==> config.mk <==
export PLATFORM = sky130hd
export DESIGN_NAME = decoderWithCc
export DESIGN_NICKNAME = d
export VERILOG_FILES = /design/src/hw/isaPkg.sv /design/src/hw/ctrlPkg.sv /design/src/hw/flagUnit.sv /design/src/hw/jumpSequencer.sv /design/src/hw/eGroupDecoder.sv /design/src/hw/fGroupDecoder.sv /design/src/hw/instrDecoder.sv /design/src/hw/decoderWithCc.sv
export SDC_FILE = /design/constraint.sdc
export NUM_CORES = 1
export LEC_CHECK = 0
export BUFFER_PORTS_ARGS = -buffer_cell sky130_fd_sc_hd__buf_2
export CAP_MARGIN = 30
export CORE_ASPECT_RATIO = 1.75
export CORE_UTILIZATION = 40
export CTS_BUF_LIST = sky130_fd_sc_hd__clkbuf_8
export DETAILED_ROUTE_END_ITERATION = 10
export PLACE_DENSITY = 0.74
export SYNTH_ARGS = -nofsm -noshare
export SYNTH_HDL_FRONTEND = slang
export SYNTH_HIERARCHICAL = 1
export SYNTH_SLANG_ARGS = --single-unit
==> constraint.sdc <==
create_clock -name clk -period 1 [get_ports clk]
set_clock_uncertainty 0.05 [all_clocks]
set_input_delay 0.2 -clock clk [delete_from_list [all_inputs] [get_ports clk]]
set_output_delay 0.2 -clock clk [all_outputs]
set_load 0.02 [all_outputs]
==> src/hw/isaPkg.sv <==
`default_nettype none

package isaPkg;

    typedef logic [3:0]  nibbleT;
    typedef logic [2:0]  cycleT;
    typedef logic [11:0] romAddrT;

    // ====================================================================
    // Main opcodes, upper nibble of the instruction byte
    // ====================================================================
    localparam nibbleT NOP   = 4'h0;
    localparam nibbleT JCN   = 4'h1;
    localparam nibbleT FIM   = 4'h2;
    localparam nibbleT FIN   = 4'h3;
    localparam nibbleT JUN   = 4'h4;
    localparam nibbleT JMS   = 4'h5;
    localparam nibbleT INC   = 4'h6;
    localparam nibbleT ISZ   = 4'h7;
    localparam nibbleT ADD   = 4'h8;
    localparam nibbleT SUB   = 4'h9;
    localparam nibbleT LD    = 4'hA;
    localparam nibbleT XCH   = 4'hB;
    localparam nibbleT BBL   = 4'hC;
    localparam nibbleT LDM   = 4'hD;
    localparam nibbleT GRP_E = 4'hE;    // RAM and I/O group
    localparam nibbleT GRP_F = 4'hF;    // Accumulator and carry group

    // E group subcodes
    localparam nibbleT WRM = 4'h0;
    localparam nibbleT WMP = 4'h1;
    localparam nibbleT WRR = 4'h2;
    localparam nibbleT WPM = 4'h3;
    localparam nibbleT WR0 = 4'h4;      // Status character writes
    localparam nibbleT WR1 = 4'h5;
    localparam nibbleT WR2 = 4'h6;
    localparam nibbleT WR3 = 4'h7;
    localparam nibbleT SBM = 4'h8;
    localparam nibbleT RDM = 4'h9;
    localparam nibbleT RDR = 4'hA;
    localparam nibbleT ADM = 4'hB;
    localparam nibbleT RD0 = 4'hC;      // Status character reads
    localparam nibbleT RD1 = 4'hD;
    localparam nibbleT RD2 = 4'hE;
    localparam nibbleT RD3 = 4'hF;

    // F group subcodes, 0xD to 0xF unused
    localparam nibbleT CLB = 4'h0;
    localparam nibbleT CLC = 4'h1;
    localparam nibbleT IAC = 4'h2;
    localparam nibbleT CMC = 4'h3;
    localparam nibbleT CMA = 4'h4;
    localparam nibbleT RAL = 4'h5;
    localparam nibbleT RAR = 4'h6;
    localparam nibbleT TCC = 4'h7;
    localparam nibbleT DAC = 4'h8;
    localparam nibbleT TCS = 4'h9;
    localparam nibbleT STC = 4'hA;
    localparam nibbleT DAA = 4'hB;
    localparam nibbleT KBP = 4'hC;

    // Execute sub-cycles
    localparam cycleT CYC_X1 = 3'd5;
    localparam cycleT CYC_X2 = 3'd6;
    localparam cycleT CYC_X3 = 3'd7;

    typedef struct packed {
        logic invert;       // Complement the result
        logic zeroEn;
        logic carryEn;
        logic testLowEn;    // Test pin low
    } condFieldsT;

    // Operand nibble, JCN condition or register index and subcode
    typedef union packed {
        condFieldsT cond;
        nibbleT     code;
    } operandU;

    typedef struct packed {
        nibbleT  opr;
        operandU opa;
    } instrT;

endpackage

`default_nettype wire

==> src/hw/ctrlPkg.sv <==
`default_nettype none

package ctrlPkg;

    // ALU B-operand source
    typedef logic [1:0] aluSelT;
    localparam aluSelT SEL_REG  = 2'd0;
    localparam aluSelT SEL_IMM  = 2'd1;
    localparam aluSelT SEL_RAM  = 2'd2;
    localparam aluSelT SEL_NONE = 2'd3;

    typedef struct packed {
        logic           enable;
        isaPkg::nibbleT op;
        isaPkg::nibbleT subOp;
        aluSelT         sel;
    } aluCtrlT;

    typedef struct packed {
        logic accWe;
        logic tempWe;
        logic regWe;
        logic regSrcSel;    // Register file takes temp instead of ALU
    } wrCtrlT;

    typedef struct packed {
        logic ramWe;
        logic ramRe;
        logic ioWe;
        logic ioRe;
    } memCtrlT;

    typedef struct packed {
        logic            pcLoad;
        isaPkg::romAddrT pcLoadData;
        logic            stackPush;
        logic            stackPop;
    } pcCtrlT;

    typedef struct packed {
        logic carry;
        logic zero;
    } aluStatusT;

    // ====================================================================
    // Flag update command, applied by the flag unit at each edge
    // ====================================================================
    typedef logic [2:0] carryModeT;
    localparam carryModeT CM_KEEP   = 3'd0;
    localparam carryModeT CM_ALU    = 3'd1;
    localparam carryModeT CM_CLEAR  = 3'd2;
    localparam carryModeT CM_SET    = 3'd3;
    localparam carryModeT CM_INVERT = 3'd4;

    typedef struct packed {
        carryModeT carryMode;
        logic      zeroTake;    // Zero flag from the ALU
    } flagCmdT;

    localparam aluCtrlT ALU_IDLE  = '{enable: 1'b0, op: 4'h0, subOp: 4'h0, sel: SEL_NONE};
    localparam wrCtrlT  WR_IDLE   = '0;
    localparam memCtrlT MEM_IDLE  = '0;
    localparam pcCtrlT  PC_IDLE   = '0;
    localparam flagCmdT FLAG_KEEP = '{carryMode: CM_KEEP, zeroTake: 1'b0};

endpackage

`default_nettype wire

==> src/hw/flagUnit.sv <==
`default_nettype none

module flagUnit (
    input  wire                     clk,
    input  wire                     rstN,
    input  wire ctrlPkg::flagCmdT   flagCmd,
    input  wire ctrlPkg::aluStatusT aluStatus,
    input  wire                     testFlag,
    input  wire isaPkg::operandU    opa,
    output logic                    carryFlag,
    output logic                    zeroFlag,
    output logic                    ccOut
);
    import ctrlPkg::*;

    logic carryNext;
    logic condHit;

    always_comb begin
        case (flagCmd.carryMode)
            CM_KEEP:   carryNext = carryFlag;
            CM_ALU:    carryNext = aluStatus.carry;
            CM_CLEAR:  carryNext = 1'b0;
            CM_SET:    carryNext = 1'b1;
            CM_INVERT: carryNext = ~carryFlag;  // CMC
            default:   carryNext = carryFlag;
        endcase
    end

    always_ff @(posedge clk or negedge rstN) begin
        if (!rstN) begin
            carryFlag <= 1'b0;
            zeroFlag  <= 1'b0;
        end else begin
            carryFlag <= carryNext;
            if (flagCmd.zeroTake) begin
                zeroFlag <= aluStatus.zero;
            end
        end
    end

    // JCN condition, combinational so the CPU top sees it in the same cycle
    assign condHit = (opa.cond.testLowEn & ~testFlag)
                   | (opa.cond.carryEn & carryFlag)
                   | (opa.cond.zeroEn & zeroFlag);
    assign ccOut   = condHit ^ opa.cond.invert;

endmodule

`default_nettype wire

==> src/hw/jumpSequencer.sv <==
`default_nettype none

module jumpSequencer (
    input  wire                   clk,
    input  wire                   rstN,
    input  wire isaPkg::nibbleT   opr,
    input  wire isaPkg::cycleT    cycle,
    input  wire                   immFetchActive,
    input  wire isaPkg::romAddrT  immAddr,
    output logic                  needImm,
    output ctrlPkg::pcCtrlT       pcCtrl
);
    import isaPkg::*;
    import ctrlPkg::*;

    logic   longJump;       // JUN or JMS at X3
    logic   needImmNext;
    pcCtrlT pcNext;

    assign longJump = (cycle == CYC_X3) && ((opr == JUN) || (opr == JMS));

    always_comb begin
        pcNext      = PC_IDLE;
        needImmNext = longJump && !immFetchActive;  // First word asks for the second
        if (longJump && immFetchActive) begin
            pcNext.pcLoad     = 1'b1;
            pcNext.pcLoadData = immAddr;
            pcNext.stackPush  = (opr == JMS);       // Return address pushed by the top
        end
        pcNext.stackPop = (cycle == CYC_X3) && (opr == BBL);
    end

    always_ff @(posedge clk or negedge rstN) begin
        if (!rstN) begin
            needImm <= 1'b0;
            pcCtrl  <= PC_IDLE;
        end else begin
            needImm <= needImmNext;
            pcCtrl  <= pcNext;
        end
    end

endmodule

`default_nettype wire

==> src/hw/eGroupDecoder.sv <==
`default_nettype none

module eGroupDecoder (
    input  wire isaPkg::nibbleT  opa,
    input  wire isaPkg::cycleT   cycle,
    output ctrlPkg::aluCtrlT     aluCtrl,
    output ctrlPkg::wrCtrlT      wrCtrl,
    output ctrlPkg::memCtrlT     memCtrl,
    output ctrlPkg::flagCmdT     flagCmd
);
    import isaPkg::*;
    import ctrlPkg::*;

    logic   ramRead;    // Instruction reads RAM through the ALU
    nibbleT readOp;

    always_comb begin
        aluCtrl = ALU_IDLE;
        wrCtrl  = WR_IDLE;
        memCtrl = MEM_IDLE;
        flagCmd = FLAG_KEEP;
        ramRead = 1'b0;
        readOp  = LD;

        case (opa)
            WRM, WR0, WR1, WR2, WR3: memCtrl.ramWe = (cycle == CYC_X3);
            WMP, WRR:                memCtrl.ioWe  = (cycle == CYC_X3);
            WPM:                     ;                      // No program RAM here
            SBM: begin
                ramRead = 1'b1;
                readOp  = SUB;
            end
            ADM: begin
                ramRead = 1'b1;
                readOp  = ADD;
            end
            RDM, RD0, RD1, RD2, RD3: ramRead = 1'b1;
            RDR: begin
                memCtrl.ioRe = (cycle == CYC_X3);
                wrCtrl.accWe = (cycle == CYC_X3);
            end
        endcase

        // RAM data goes through the ALU at X2, result lands at X3
        if (ramRead && (cycle == CYC_X2)) begin
            memCtrl.ramRe  = 1'b1;
            aluCtrl.enable = 1'b1;
            aluCtrl.op     = readOp;
            aluCtrl.sel    = SEL_RAM;
        end
        if (ramRead && (cycle == CYC_X3)) begin
            wrCtrl.accWe = 1'b1;
            if (readOp != LD) begin
                flagCmd = '{carryMode: CM_ALU, zeroTake: 1'b1};    // SBM, ADM
            end
        end
    end

endmodule

`default_nettype wire

==> src/hw/fGroupDecoder.sv <==
`default_nettype none

module fGroupDecoder (
    input  wire isaPkg::nibbleT  opa,
    input  wire isaPkg::cycleT   cycle,
    output ctrlPkg::aluCtrlT     aluCtrl,
    output ctrlPkg::wrCtrlT      wrCtrl,
    output ctrlPkg::flagCmdT     flagCmd
);
    import isaPkg::*;
    import ctrlPkg::*;

    logic known;    // Subcodes CLB to KBP

    assign known = (opa <= KBP);

    always_comb begin
        aluCtrl = ALU_IDLE;
        wrCtrl  = WR_IDLE;
        flagCmd = FLAG_KEEP;

        if (known) begin
            aluCtrl.enable = 1'b1;
            aluCtrl.op     = GRP_F;
            aluCtrl.subOp  = opa;
        end

        if (known && (cycle == CYC_X3)) begin
            wrCtrl.accWe = !(opa inside {CLC, CMC, STC});  // Carry-only subcodes
            case (opa)
                CLB, CLC, TCC, TCS:      flagCmd.carryMode = CM_CLEAR;
                STC:                     flagCmd.carryMode = CM_SET;
                CMC:                     flagCmd.carryMode = CM_INVERT;
                IAC, RAL, RAR, DAC, DAA: flagCmd.carryMode = CM_ALU;
                CMA, KBP:                flagCmd.carryMode = CM_KEEP;
            endcase
            flagCmd.zeroTake = (opa == IAC) || (opa == DAC);
        end
    end

endmodule

`default_nettype wire

==> src/hw/instrDecoder.sv <==
`default_nettype none

module instrDecoder (
    input  wire                  clk,
    input  wire                  rstN,
    input  wire isaPkg::instrT   instr,
    input  wire isaPkg::cycleT   cycle,
    output ctrlPkg::aluCtrlT     aluCtrl,
    output ctrlPkg::wrCtrlT      wrCtrl,
    output ctrlPkg::memCtrlT     memCtrl,
    output ctrlPkg::flagCmdT     flagCmd
);
    import isaPkg::*;
    import ctrlPkg::*;

    aluCtrlT eAlu;
    aluCtrlT fAlu;
    aluCtrlT aluNext;
    wrCtrlT  eWr;
    wrCtrlT  fWr;
    wrCtrlT  wrNext;
    memCtrlT eMem;
    memCtrlT memNext;
    flagCmdT eFlag;
    flagCmdT fFlag;
    logic    atX3;

    eGroupDecoder uEGroup (
        .opa     (instr.opa.code),
        .cycle   (cycle),
        .aluCtrl (eAlu),
        .wrCtrl  (eWr),
        .memCtrl (eMem),
        .flagCmd (eFlag)
    );

    fGroupDecoder uFGroup (
        .opa     (instr.opa.code),
        .cycle   (cycle),
        .aluCtrl (fAlu),
        .wrCtrl  (fWr),
        .flagCmd (fFlag)
    );

    assign atX3 = (cycle == CYC_X3);

    // ====================================================================
    // Next-state decode on the main opcode
    // ====================================================================
    always_comb begin
        aluNext = ALU_IDLE;
        wrNext  = WR_IDLE;
        memNext = MEM_IDLE;
        flagCmd = FLAG_KEEP;

        case (instr.opr)
            INC, ADD, SUB, LD: begin
                aluNext.enable = 1'b1;
                aluNext.op     = instr.opr;
                aluNext.sel    = SEL_REG;
                wrNext.regWe   = atX3 && (instr.opr == INC);
                wrNext.accWe   = atX3 && (instr.opr != INC);
                if (atX3) begin
                    flagCmd.carryMode = (instr.opr == LD) ? CM_KEEP : CM_ALU;
                    flagCmd.zeroTake  = 1'b1;
                end
            end
            XCH: begin
                wrNext.accWe     = atX3;
                wrNext.regWe     = atX3;
                wrNext.regSrcSel = atX3;    // Old accumulator via temp
            end
            BBL, LDM: begin
                aluNext.enable   = 1'b1;
                aluNext.op       = instr.opr;
                aluNext.sel      = SEL_IMM;
                wrNext.accWe     = atX3;
                flagCmd.zeroTake = atX3 && (instr.opr == LDM);
            end
            GRP_E: begin
                aluNext = eAlu;
                wrNext  = eWr;
                memNext = eMem;
                flagCmd = eFlag;
            end
            GRP_F: begin
                aluNext = fAlu;
                wrNext  = fWr;
                flagCmd = fFlag;
            end
            NOP, JCN, FIM, FIN, JUN, JMS, ISZ: ;  // Jumps live in jumpSequencer
        endcase

        wrNext.tempWe = (cycle == CYC_X1);      // Temp latches ACC for every opcode
    end

    always_ff @(posedge clk or negedge rstN) begin
        if (!rstN) begin
            aluCtrl <= ALU_IDLE;
            wrCtrl  <= WR_IDLE;
            memCtrl <= MEM_IDLE;
        end else begin
            aluCtrl <= aluNext;
            wrCtrl  <= wrNext;
            memCtrl <= memNext;
        end
    end

endmodule

`default_nettype wire

==> src/hw/decoderWithCc.sv <==
`default_nettype none

module decoderWithCc (
    input  wire                     clk,
    input  wire                     rstN,
    input  wire isaPkg::instrT      instr,
    input  wire isaPkg::cycleT      cycle,
    input  wire ctrlPkg::aluStatusT aluStatus,
    input  wire                     testFlag,
    input  wire                     immFetchActive,
    input  wire isaPkg::romAddrT    immAddr,
    output logic                    needImm,
    output ctrlPkg::aluCtrlT        aluCtrl,
    output ctrlPkg::wrCtrlT         wrCtrl,
    output ctrlPkg::memCtrlT        memCtrl,
    output ctrlPkg::pcCtrlT         pcCtrl,
    output logic                    carryFlag,
    output logic                    zeroFlag,
    output logic                    ccOut
);
    import ctrlPkg::*;

    wire flagCmdT flagCmd;    // Decoder to flag unit

    instrDecoder uDecoder (
        .clk     (clk),
        .rstN    (rstN),
        .instr   (instr),
        .cycle   (cycle),
        .aluCtrl (aluCtrl),
        .wrCtrl  (wrCtrl),
        .memCtrl (memCtrl),
        .flagCmd (flagCmd)
    );

    flagUnit uFlags (
        .clk       (clk),
        .rstN      (rstN),
        .flagCmd   (flagCmd),
        .aluStatus (aluStatus),
        .testFlag  (testFlag),
        .opa       (instr.opa),     // Condition view for JCN
        .carryFlag (carryFlag),
        .zeroFlag  (zeroFlag),
        .ccOut     (ccOut)
    );

    jumpSequencer uJump (
        .clk            (clk),
        .rstN           (rstN),
        .opr            (instr.opr),
        .cycle          (cycle),
        .immFetchActive (immFetchActive),
        .immAddr        (immAddr),
        .needImm        (needImm),
        .pcCtrl         (pcCtrl)
    );

endmodule

`default_nettype wire

### Word-level counts from Yosys, hierarchy flattened

Cells that the tools add are included.

| word-level totals | value |
|---|---|
| word-level logic and storage cells | 117 |
| output and inout port bits | 38 |
| input bits | 29 |
| register bits after elaboration | 37 |

| cells by class | value |
|---|---|
| reduce and logical (&&, ||, !) cells | 26 |
| mux-type cells | 28 |
| $lt $le $gt $ge | 1 |
| equality and inequality tests | 35 |
| bitwise operators | 8 |

Operators with widths:

| operator | number |
|---|---|
| 4-bit == test (second input constant) | 16 |
| 4-bit by 3-bit == test with 1-bit output (second input constant) | 7 |
| 4-bit 2-to-1 mux | 4 |
| 5-bit case mux with 3 select lines | 1 |
| 14-bit 2-to-1 mux | 1 |
| 3-bit == test (second input constant) | 4 |
| 1-bit case mux with 4 select lines | 3 |
| 3-bit case mux with 4 select lines | 1 |
| 1-bit logical AND | 10 |
| 1-bit 2-to-1 mux | 10 |
| 5-bit OR reduction | 2 |
| 9-bit 2-to-1 mux | 1 |
| 3-bit case mux with 3 select lines | 1 |
| 4-bit by 2-bit == test with 1-bit output (second input constant) | 2 |
| 4-bit OR reduction | 2 |
| 7-bit OR reduction | 1 |
| 3-bit by 2-bit == test with 1-bit output (second input constant) | 2 |
| 2-bit case mux with 3 select lines | 1 |
| 6-bit OR reduction | 1 |
| 5-bit 2-to-1 mux | 1 |
| 4-bit by 1-bit == test with 1-bit output (second input constant) | 1 |
| 4-bit <= comparator (second input constant) | 1 |
| 4-bit logical NOT | 1 |
| 2-bit 2-to-1 mux | 2 |
| other kinds (15) | 22 |

### Longest topological paths before layout

| logic depth | value |
|---|---|
| depth after elaboration | 8 |
| gate-level depth with buffers | 8 |
| depth with buffers taken out | 8 |

### By module

The synthesis kept the hierarchy.

By module, submodules not included:

| module | times used | sequential area each (um2) | cells an instance | area each (um2) |
|---|---|---|---|---|
| instrDecoder | 1 | 478.0 | 105 | 1016.0 |
| jumpSequencer | 1 | 400.4 | 52 | 654.4 |
| fGroupDecoder | 1 | 0.0 | 38 | 276.5 |
| eGroupDecoder | 1 | 0.0 | 33 | 225.2 |
| flagUnit | 1 | 50.0 | 12 | 122.6 |

### Worst setup path before layout

Ideal clock, no wire load.

| path | value |
|---|---|
| path type | input port to flip-flop |
| from | input port instr[2] (netlist name) |
| to | register uFlags.carryFlag |
| arrival | 1379 ps |
| setup time | 95 ps |
| setup slack | -525 ps |
| path buffers | 1 |
| stages | 8 |
| data required time | 855 ps |
| path through | buf_4 > or2_1 > nor3_1 > mux2i_1 > nor2_1 > nand2_1 > xnor2_1 > o31ai_1 |

RTL lines:

| item | RTL line | text |
|---|---|---|
| start: declaration | decoderWithCc.sv:6 | `input wire isaPkg::instrT instr,` |
| end signal: assignment | flagUnit.sv:35 | `carryFlag <= carryNext;` |
| end: declaration | flagUnit.sv:10 | `output logic carryFlag,` |

### Worst setup path after layout

| path | value |
|---|---|
| from | register uFlags.carryFlag |
| to | output port ccOut |

| on the way | value |
|---|---|
| longest elaborated chain between the ends | 4 |

Ends and longest elaborated chain:

| item | RTL line | text |
|---|---|---|
| 1-bit bitwise AND | flagUnit.sv:44 | `\| (opa.cond.carryEn & carryFlag)` |
| 1-bit bitwise OR | flagUnit.sv:44 |  |
| 1-bit bitwise OR | flagUnit.sv:45 | `\| (opa.cond.zeroEn & zeroFlag);` |
| 1-bit XOR | flagUnit.sv:46 | `assign ccOut = condHit ^ opa.cond.invert;` |
| end: declaration | decoderWithCc.sv:19 | `output logic ccOut` |

Every way passes these cells.

==> flow_summary_export.csv <==
group,metric,value,unit
run_status,outcome,"finished with violations",
run_status,violations,"setup timing",
final_layout,fin_nets,367,
detailed_routing,dr_total_vias,2036,
final_layout,synthToLayoutAreaGrowth,52.25,%
clock_network,cts_made_buffers,5,
place,port_buffers,66,
synthesis,synthCells,238,
critical_path,rrSetupSlack,-0.06,ns
flow_run,cap_violations,0,
worst_hold_path,min_from,"aluStatus[0]",
critical_path,r2r_cells,4,
detailed_routing,ant_nets,0,
final_layout,diodes,0,
critical_path,crit_path_max_fanout,2,
synthesis,yosys_warnings,6,
critical_path,rr_endpoint,"uFlags/carryFlag",
power,leakagePower,1.639,nW
floorplanning,row_count,36,
timing,setup_ws,-0.5736,ns
critical_path,path_class,"flop to primary output",
critical_path,critPathRequiredTime,0.75,ns
critical_path,crit_arrival,1.32,ns
grt,grt-ovfl-total,0,
floorplanning,io_pins,67,
timing,timing.hold.ws,0.09502,ns
detailed_routing,dr.pass1.iters,5,
synthesis,synthesis.area,0.002280,mm2
timing,clock.fmax,635.5,MHz
final_layout,final_cell_area,0.003471,mm2
floorplanning,coreArea,0.005540,mm2
grt,grt_pass1_wl,8838,um
floorplanning,die_y,101.9,um
timing,slew_violations,0,
clock_network,clk-insertion-delay-late,0.28,ns
timing,setup_violations,50,
detailed_routing,wirelength,5762,um
floorplanning,die_w,59.07,um
timing,hold_viol,0,
worst_hold_path,hold_path.class,"input pin to flop",
timing,rsz0062_at_grt,"true",
clock_network,cts_sinks,37,
floorplanning,dieArea,0.006017,mm2
detailed_routing,viasPerCell,4.906,
clock_network,cts_tree,"yes",
place,hpwl,4129,um
critical_path,crit_end,"ccOut",
final_layout,drive_gt1_frac,0.4897,
detailed_routing,avgRoutedWirePerCell,13.88,um
timing,layout_min_cycle_time,1.574,ns
place,gp_congestion,0.8335,
floorplanning,initial_utilization,0.4115,
worst_hold_path,whs_path_depth,2,
grt,antenna_found_initial,0,
critical_path,cp-end-kind,"primary output",
critical_path,startpoint,"uFlags/carryFlag",
clock_network,clockBufferDepth,2,
power,p_total,3.966,mW
grt,grt_max_degree,23,
grt,grt_util_all_layers,0.1972,
critical_path,critPathLaunchType,"flop",
clock_network,root_buffer,"clkbuf_8",
detailed_routing,drt_iter0_markers,39,
synthesis,postSynthAreaPerCell,9.579,um2
clock_network,htree_levels,2,
final_layout,final_cell_mix,"buf_6 (44), buf_4 (44), dfrtp_1 (35)",
clock_network,clkTransAtPathRegs,0.07,ns
grt,grt_pass1_vias,2025,
detailed_routing,drc,0,
critical_path,rr_startpoint,"uFlags/carryFlag",
power,peakVddDrop,0.6719,mV
power,p_per_area,1143,mW/mm2
timing,layout_worst_path_cycle_share,1.574,
place,placed_area,0.002920,mm2
[routing by layer]
metal,vias to the layer above,track usage,part of all wire
met4,0,0.1117,0.030
li1,990,-,-
met2,79,0.3846,0.59
met5,-,0,0
met1,955,0.1884,0.34
met3,12,0.02658,0.036
[what timing repair did]
item | CTS | global route
gates resized for setup | 96 | 20
hold buffers | 1 | 0
endpoints found under the setup margin | 50 | 59
cloned | 0 | 1
buffers inserted | 2 | 0
hold endpoints to repair | 35 | 0
pin swaps | 9 | 5
[report_power, final]
| part | switching, mW | internal [mW] | total [mW] |
|---|---|---|---|
| combinational | 0.513 | 0.539 | 1.05 |
| clock | 0.509 | 0.810 | 1.32 |
| sequential | 0.0360 | 1.56 | 1.59 |
| total | 1.06 | 2.91 | 3.97 |
[metrics by stage]
stage / setup TNS [ns] / std cells / setup WS (ns) / util
after floorplan: -2.948 / 248 / -0.4552 / -
after global placement: -9.951 / 403 / -0.6441 / 0.5271
after detailed placement: -10.73 / 403 / -0.7116 / 0.5271
after CTS: -4.296 / 414 / -0.5790 / 0.6093
after global routing: -5.663 / 415 / -0.6274 / 0.6265
final: -4.073 / 415 / -0.5736 / 0.6265
[worst min-delay path by stage]
stage,to,slack [ns]
final,uFlags/zeroFlag,0.1
after global routing,uJump/pcCtrl[12],0.1
after CTS,uJump/pcCtrl[5],0.08
after detailed placement,uDecoder/aluCtrl[2],0.02
after global placement,uDecoder/memCtrl[0],0.02
after floorplan,uDecoder/aluCtrl[10],-0.15
[cell type report]
type / count / area [um2]
fillers: 427 / 2069
inverters: 8 / 30.03
repair buffers: 117 / 1059
clock inverters: 2 / 37.54
flip-flops and latches: 37 / 928.4
multi-input cells: 169 / 1239
clock buffers: 6 / 82.58
well taps: 76 / 95.09
[flip-flops by register name, summed over array words and instances (netlist names)]
register          count
uDecoder/memCtrl      4
uJump/pcCtrl         15
uJump/needImm         1
uFlags/carryFlag      1
uFlags/zeroFlag       1
uDecoder/wrCtrl       4
uDecoder/aluCtrl     11
[worst max-delay path: stages (launching register included)]
cell      delay (ns)
dfrtp_1         0.42
a222oi_1        0.30
xnor2_1         0.17
buf_4           0.16
(Power assumes the default switching activity.)
